$ cat config.mk
export PLATFORM = sky130hd
export DESIGN_NAME = lcd_voltmeter_top
export DESIGN_NICKNAME = d
export VERILOG_FILES = /design/src/hw/lcd_pkg.sv /design/src/hw/lcd_voltmeter_top.sv /design/src/hw/lcd_bus_ctrl.sv /design/src/hw/hex_char_fmt.sv /design/src/hw/lcd_cmd_seq.sv
export SDC_FILE = /design/constraint.sdc
export NUM_CORES = 1
export LEC_CHECK = 0
export ABC_AREA = 1
export BUFFER_PORTS_ARGS = -buffer_cell sky130_fd_sc_hd__buf_2
export CAP_MARGIN = 25
export CORE_MARGIN = 2
export CORE_UTILIZATION = 57
export CTS_CLUSTER_DIAMETER = 80
export CTS_CLUSTER_SIZE = 12
export DETAILED_ROUTE_END_ITERATION = 8
export PLACE_DENSITY = 0.9
export SETUP_SLACK_MARGIN = 0.5
export SYNTH_ARGS = -nofsm -noshare
export SYNTH_HDL_FRONTEND = slang
export SYNTH_HIERARCHICAL = 1
export SYNTH_SLANG_ARGS = --single-unit
$ cat constraint.sdc
create_clock -name clk -period 2.25 [get_ports clk]
set_clock_uncertainty 0.15 [all_clocks]
set_input_delay 0.225 -clock clk [delete_from_list [all_inputs] [get_ports clk]]
set_output_delay 0.225 -clock clk [all_outputs]
set_load 0.02 [all_outputs]
$ cat src/hw/lcd_pkg.sv
package lcd_pkg;

    // Bus and sample widths
    localparam int BYTE_W   = 8;
    localparam int NIBBLE_W = 4;
    localparam int SAMPLE_W = 16;   // ADC code width

    // One hex character per nibble of the sample
    localparam int N_DIGITS = SAMPLE_W / NIBBLE_W;

    // Function set, display on, entry mode, clear
    localparam int N_INIT_CMDS = 4;

    // ASCII bases for the hex digit rule
    localparam logic [BYTE_W-1:0] ASCII_ZERO = 8'h30;   // '0'
    localparam logic [BYTE_W-1:0] ASCII_A    = 8'h41;   // 'A'

    // HD44780 style instruction bytes
    typedef enum logic [BYTE_W-1:0] {
        cmd_clear        = 8'h01,   // Clear display
        cmd_home         = 8'h02,   // Cursor home
        cmd_entry_mode   = 8'h06,   // Increment, no shift
        cmd_display_on   = 8'h0C,   // Display on, cursor off
        cmd_function_set = 8'h38    // 8-bit bus, two lines
    } lcd_cmd_e;

    // Bus controller phases of one byte write
    typedef enum logic [2:0] {
        st_idle,        // Waiting for a stream
        st_wait_busy,   // LCD busy flag high
        st_setup,       // rs and data settle, e low
        st_pulse,       // e high
        st_hold         // e low again, take pulse
    } bus_state_e;

endpackage
$ cat src/hw/lcd_voltmeter_top.sv
`timescale 1ns/1ps

module lcd_voltmeter_top #(
    parameter int E_SETUP_CYCLES = 2,
    parameter int E_PULSE_CYCLES = 4
) (
    input  logic                        clk,
    input  logic                        rst,
    input  logic                        update,
    input  logic [lcd_pkg::SAMPLE_W-1:0] v_in,
    input  logic                        busy,
    output logic                        rs,
    output logic                        e,
    output logic [lcd_pkg::BYTE_W-1:0]   data,
    output logic                        lcd_ready
);

    import lcd_pkg::*;

    // Command stream
    logic       cmd_valid;
    lcd_cmd_e   cmd_byte;
    logic       cmd_take;

    // Character stream
    logic              char_valid;
    logic [BYTE_W-1:0] char_byte;
    logic              char_take;

    lcd_cmd_seq i_cmd_seq (
        .clk       (clk),
        .rst       (rst),
        .update    (update),
        .cmd_take  (cmd_take),
        .cmd_valid (cmd_valid),
        .cmd_byte  (cmd_byte)
    );

    hex_char_fmt i_char_fmt (
        .clk        (clk),
        .rst        (rst),
        .update     (update),
        .sample     (v_in),
        .char_take  (char_take),
        .char_valid (char_valid),
        .char_byte  (char_byte)
    );

    lcd_bus_ctrl #(
        .E_SETUP_CYCLES (E_SETUP_CYCLES),
        .E_PULSE_CYCLES (E_PULSE_CYCLES)
    ) i_bus_ctrl (
        .clk        (clk),
        .rst        (rst),
        .cmd_valid  (cmd_valid),
        .cmd_byte   (cmd_byte),
        .char_valid (char_valid),
        .char_byte  (char_byte),
        .busy       (busy),
        .cmd_take   (cmd_take),
        .char_take  (char_take),
        .rs         (rs),
        .e          (e),
        .data       (data),
        .lcd_ready  (lcd_ready)
    );

endmodule

$ cat src/hw/lcd_bus_ctrl.sv
`timescale 1ns/1ps

module lcd_bus_ctrl #(
    parameter int E_SETUP_CYCLES = 2,
    parameter int E_PULSE_CYCLES = 4
) (
    input  logic                      clk,
    input  logic                      rst,
    input  logic                      cmd_valid,
    input  lcd_pkg::lcd_cmd_e         cmd_byte,
    input  logic                      char_valid,
    input  logic [lcd_pkg::BYTE_W-1:0] char_byte,
    input  logic                      busy,
    output logic                      cmd_take,
    output logic                      char_take,
    output logic                      rs,
    output logic                      e,
    output logic [lcd_pkg::BYTE_W-1:0] data,
    output logic                      lcd_ready
);

    import lcd_pkg::*;

    localparam int CNT_MAX = (E_SETUP_CYCLES > E_PULSE_CYCLES) ? E_SETUP_CYCLES
                                                              : E_PULSE_CYCLES;
    localparam int CNT_W   = $clog2(CNT_MAX + 1);

    bus_state_e       state;
    logic [CNT_W-1:0] cnt;      // Cycles left in setup or pulse

    always_ff @(posedge clk or posedge rst) begin
        if (rst) begin
            state <= st_idle;
            cnt   <= '0;
            rs    <= 1'b0;
            e     <= 1'b0;
            data  <= '0;
        end else begin
            case (state)
                st_idle: begin
                    // Commands always win over characters
                    if (cmd_valid) begin
                        rs    <= 1'b0;
                        data  <= cmd_byte;
                        state <= st_wait_busy;
                    end else if (char_valid) begin
                        rs    <= 1'b1;
                        data  <= char_byte;
                        state <= st_wait_busy;
                    end
                end
                st_wait_busy: begin
                    if (!busy) begin
                        cnt   <= CNT_W'(E_SETUP_CYCLES - 1);
                        state <= st_setup;
                    end
                end
                st_setup: begin
                    if (cnt == '0) begin
                        e     <= 1'b1;
                        cnt   <= CNT_W'(E_PULSE_CYCLES - 1);
                        state <= st_pulse;
                    end else begin
                        cnt <= cnt - 1'b1;
                    end
                end
                st_pulse: begin
                    if (cnt == '0) begin
                        e     <= 1'b0;    // LCD latches on this falling edge
                        state <= st_hold;
                    end else begin
                        cnt <= cnt - 1'b1;
                    end
                end
                st_hold: begin
                    state <= st_idle;
                end
                default: begin
                    e     <= 1'b0;
                    state <= st_idle;
                end
            endcase
        end
    end

    // Take in the hold cycle, so the stream has moved on by idle
    assign cmd_take  = (state == st_hold) && !rs;
    assign char_take = (state == st_hold) && rs;

    // One cycle behind the valids
    // stays high for one cycle after an update
    always_ff @(posedge clk or posedge rst) begin
        if (rst) begin
            lcd_ready <= 1'b0;
        end else begin
            lcd_ready <= (state == st_idle) && !cmd_valid && !char_valid;
        end
    end

endmodule

$ cat src/hw/hex_char_fmt.sv
`timescale 1ns/1ps

module hex_char_fmt (
    input  logic                        clk,
    input  logic                        rst,
    input  logic                        update,
    input  logic [lcd_pkg::SAMPLE_W-1:0] sample,
    input  logic                        char_take,
    output logic                        char_valid,
    output logic [lcd_pkg::BYTE_W-1:0]   char_byte
);

    import lcd_pkg::*;

    localparam int CNT_W = $clog2(N_DIGITS + 1);

    logic [SAMPLE_W-1:0] sample_sr;     // Captured sample with the next char in the top nibble
    logic [CNT_W-1:0]    digit_cnt;     // Characters still to send
    logic [NIBBLE_W-1:0] cur_nibble;

    // 0-9 map to digits and 10-15 to upper case letters
    function automatic logic [BYTE_W-1:0] hex_ascii(input logic [NIBBLE_W-1:0] nib);
        logic [BYTE_W-1:0] nib_ext;
        nib_ext = BYTE_W'(nib);
        if (nib < NIBBLE_W'(10)) begin
            return ASCII_ZERO + nib_ext;
        end
        return ASCII_A + nib_ext - BYTE_W'(10);
    endfunction

    // Sample capture and nibble shift
    always_ff @(posedge clk) begin
        if (update) begin
            sample_sr <= sample;
        end else if (char_take) begin
            sample_sr <= {sample_sr[SAMPLE_W-NIBBLE_W-1:0], {NIBBLE_W{1'b0}}};
        end
    end

    always_ff @(posedge clk or posedge rst) begin
        if (rst) begin
            digit_cnt <= '0;
        end else if (update) begin
            digit_cnt <= CNT_W'(N_DIGITS);
        end else if (char_take && digit_cnt != '0) begin
            digit_cnt <= digit_cnt - 1'b1;
        end
    end

    assign cur_nibble = sample_sr[SAMPLE_W-1 -: NIBBLE_W];   // MS nibble first

    assign char_valid = (digit_cnt != '0);
    assign char_byte  = hex_ascii(cur_nibble);

endmodule

$ cat src/hw/lcd_cmd_seq.sv
`timescale 1ns/1ps

module lcd_cmd_seq (
    input  logic              clk,
    input  logic              rst,
    input  logic              update,
    input  logic              cmd_take,
    output logic              cmd_valid,
    output lcd_pkg::lcd_cmd_e cmd_byte
);

    import lcd_pkg::*;

    localparam int IDX_W = $clog2(N_INIT_CMDS + 1);

    logic [IDX_W-1:0] init_idx;     // Next init command or N_INIT_CMDS when done
    logic             init_done;
    logic             home_pend;    // Cursor home owed for an update
    lcd_cmd_e         init_cmd;

    assign init_done = (init_idx == IDX_W'(N_INIT_CMDS));

    // Init list in power-up order
    always_comb begin
        case (init_idx)
            IDX_W'(0): init_cmd = cmd_function_set;
            IDX_W'(1): init_cmd = cmd_display_on;
            IDX_W'(2): init_cmd = cmd_entry_mode;
            default:   init_cmd = cmd_clear;
        endcase
    end

    // Walk the init list, one step per written byte
    always_ff @(posedge clk or posedge rst) begin
        if (rst) begin
            init_idx <= '0;
        end else if (!init_done && cmd_take) begin
            init_idx <= init_idx + 1'b1;
        end
    end

    // Home request per frame
    // Only looked at once init is done
    always_ff @(posedge clk or posedge rst) begin
        if (rst) begin
            home_pend <= 1'b0;
        end else if (update) begin
            home_pend <= 1'b1;
        end else if (init_done && cmd_take) begin
            home_pend <= 1'b0;
        end
    end

    // Init list pending out of reset, then one home per update
    always_comb begin
        if (init_done) begin
            cmd_valid = home_pend;
            cmd_byte  = cmd_home;
        end else begin
            cmd_valid = 1'b1;
            cmd_byte  = init_cmd;
        end
    end

endmodule

==> flow_metrics.env <==
export IMPL_die_area_mm2=0.00464
export IMPL_io_pins=31
export IMPL_fmax_mhz=582
export IMPL_grt_start_max_net_pins=20
export IMPL_power_density_mw_per_mm2=1050
export IMPL_wl_per_cell_um=11.6
export IMPL_drive_above_1_share=0.251
export IMPL_final_cell_mix="nand2_1 (108), inv_1 (31), buf_2 (30), dfrtp_1 (22), edfxtp_1 (16)"
export IMPL_ff_latch_area_mm2=0.00108
export IMPL_cts_root_buf="clkbuf_8"
export IMPL_drt_wl_total_mm=4.28
export IMPL_die_w_um=68.1
export IMPL_fin_crit_sh=0.764
export IMPL_multi_input_area_mm2=0.00102
export IMPL_numCtsBuffers=5
export IMPL_synth_ff_type="dfrtp_1"
export IMPL_vias=1857
export IMPL_endpoint_kind="flop"
export IMPL_cts_tree="built"
export IMPL_setup_viol=0
export IMPL_dpl_cell_area_mm2=0.00248
export IMPL_first_pass_iters=4
export IMPL_min_period_ns=1.72
export IMPL_die_h_um=68.1
export IMPL_diodes=0
export IMPL_drtAntennaViolNets=0
export IMPL_finalNonFillerCells=369
export IMPL_ys_seq_area_frac=0.461
export IMPL_cts_sinks=40
export IMPL_max_slew_worst_pin_slew_ns=0.644
export IMPL_clock_latency_ns=0.29
export IMPL_cp_arrival_ns=1.75
export IMPL_final_hold_viol_count=0
export IMPL_nets=347
export IMPL_placed_cells=355
export IMPL_syn_area_mm2=0.00234
export IMPL_rsz0062_at_grt="yes"
export IMPL_drv_cap=0
export IMPL_synth_cell_type_count=32
export IMPL_dpl_hpwl_mm=3.03
export IMPL_fin_area_mm2=0.00267
export IMPL_viasPerCell=5.03
export IMPL_p_leak_uw=0.00147
export IMPL_post_route_drc_count=0
export IMPL_report_final_slew_viol_count=0
export IMPL_grt_overflow_total=0
export IMPL_gp_congestion=0.919
export IMPL_outcome="complete, no violations"
export IMPL_worst_ir_drop_vdd_mv=0.427
export IMPL_slew_headroom=0.570
export IMPL_synth_area_per_cell_um2=8.29
export IMPL_final_common_cell="nand2_1"
export IMPL_synthCells=283
export IMPL_synth_edf_count=16
export IMPL_cts_htree_levels=2
export IMPL_grt_pass1_vias=1655
export IMPL_fillCellCount=320
export IMPL_ys_warnings_count=6
export IMPL_cp_max_fo=17
export IMPL_area_delta_synth_final_pct=13.7
export IMPL_hold_class="in2reg"
export IMPL_cp_start_kind="flop"
export IMPL_rows=23
export IMPL_worstSetupPathType="reg2reg"
export IMPL_first_iter_violations=168
export IMPL_path_clk_slew_ns=0.07
export IMPL_start_util=0.590
export IMPL_required_ns=2.28
export IMPL_place_port_buffers=30
export IMPL_antenna_found_initial=0
export IMPL_ys_ff_latch=40
export IMPL_grt_pass1_wl_mm=6.64
export IMPL_coreArea_mm2=0.00397
export IMPL_track_usage=0.192
export IMPL_cts_max_path_buffers=2
export IMPL_setup_tns_ns=0
export IMPL_async_flop_share=0.600
worst max-delay path, stage by stage (launching register included):
cell      delay, ns
dfrtp_1        0.40
inv_2          0.10
ha_4           0.16
nand2_4        0.07
or2_4          0.30
buf_12         0.16
o211ai_1       0.19
nand2_1        0.08
cells by family (layout without fill, tap and decap cells):
family | after synthesis | in the layout | synth area share
buffers and inverters | 53 | 88 | 0.119
AOI/OAI and AO/OA | 16 | 16 | 0.0491
DFF | 40 | 40 | 0.461
xor gates and xnor gates | 1 | 1 | 0.00374
adders and majority gates | 9 | 9 | 0.0480
other | 2 | 3 | 0.00320
and+or+nand+nor | 162 | 162 | 0.316
through the flow:
step	setup WS (ns)	total power [µW]	util	hold WS (ns)
finish	0.532	2810	0.671	0.0375
CTS	0.472	2760	0.659	0.0337
global placement	0.476	2120	0.624	-0.0254
global route	0.458	3020	0.671	0.0432
floorplan	0.507	1960	-	-0.171
detailed placement	0.367	2160	0.624	-0.0254
cell type report:
type	instances	area share
Timing Repair Buffer	38	0.0845
Sequential cell	40	0.406
Clock inverter	3	0.0141
Multi-Input combinational cell	191	0.381
Tap cell	50	0.0235
Clock buffer	5	0.0258
Inverter	42	0.0648
sequential cells by signal (all words and copies together) (netlist names):
register / cells
i_bus_ctrl/rs: 1
i_char_fmt/digit_cnt: 3
i_char_fmt/sample_sr: 16
i_bus_ctrl/data: 8
i_cmd_seq/home_pend: 1
i_cmd_seq/init_idx: 3
i_bus_ctrl/state: 3
i_bus_ctrl/e: 1
i_bus_ctrl/lcd_ready: 1
i_bus_ctrl/cnt: 3
report_power, final:
group	internal (µW)	switching (µW)
Combinational	445	725
Sequential	929	147
Clock	323	239
routing by layer:
metal | vias up | GRT usage | wire (µm) | share of wire
met5 | - | 0 | 0 | 0
met4 | 0 | 0.0475 | 59 | 0.014
met3 | 8 | 0.0543 | 252 | 0.059
met2 | 61 | 0.351 | 2130 | 0.50
met1 | 848 | 0.219 | 1830 | 0.43
li1 | 940 | - | - | -
final timing paths:
kind	slack (ns)	depth (start not counted)	to	from
setup reg to reg	0.53	7	i_bus_ctrl/data[0]$_DFFE_PP0P_	i_cmd_seq/init_idx[0]$_DFFE_PP0P_
hold / removal	0.04	3	i_char_fmt/sample_sr[2]$_SDFFCE_PN0P_	v_in[2]
min in group asynchronous	0.23	3	i_char_fmt/digit_cnt[1]$_DFFE_PP0P_	rst
hold reg to reg	0.33	2	i_bus_ctrl/data[4]$_DFFE_PP0P_	i_bus_ctrl/data[4]$_DFFE_PP0P_
setup / recovery	0.53	7	i_bus_ctrl/data[0]$_DFFE_PP0P_	i_cmd_seq/init_idx[0]$_DFFE_PP0P_
max in group asynchronous	1.05	3	i_bus_ctrl/state[0]$_DFFE_PP0P_	rst
cell usage after synthesis (5+ instances only):
library cell | n | area, µm²
dfrtp_1 | 24 | 601
edfxtp_1 | 16 | 480
ha_1 | 9 | 113
inv_1 | 33 | 124
inv_2 | 6 | 22.5
nand2_1 | 108 | 405
nand2_2 | 11 | 68.8
nand3_1 | 14 | 70.1
nor2_1 | 15 | 56.3
o211ai_1 | 8 | 60.1
o21ai_0 | 5 | 25.0
timing repair:
action | 4_1_cts | 5_1_grt
cloned | 0 | 0
resized for setup | 3 | 7
endpoints found under the setup margin | 26 | 26
setup buffers | 2 | 3
pin swaps | 0 | 7
hold buffers | 1 | 0
endpoints found under the hold margin | 24 | 0
Power figures use the tool's default switching activity.
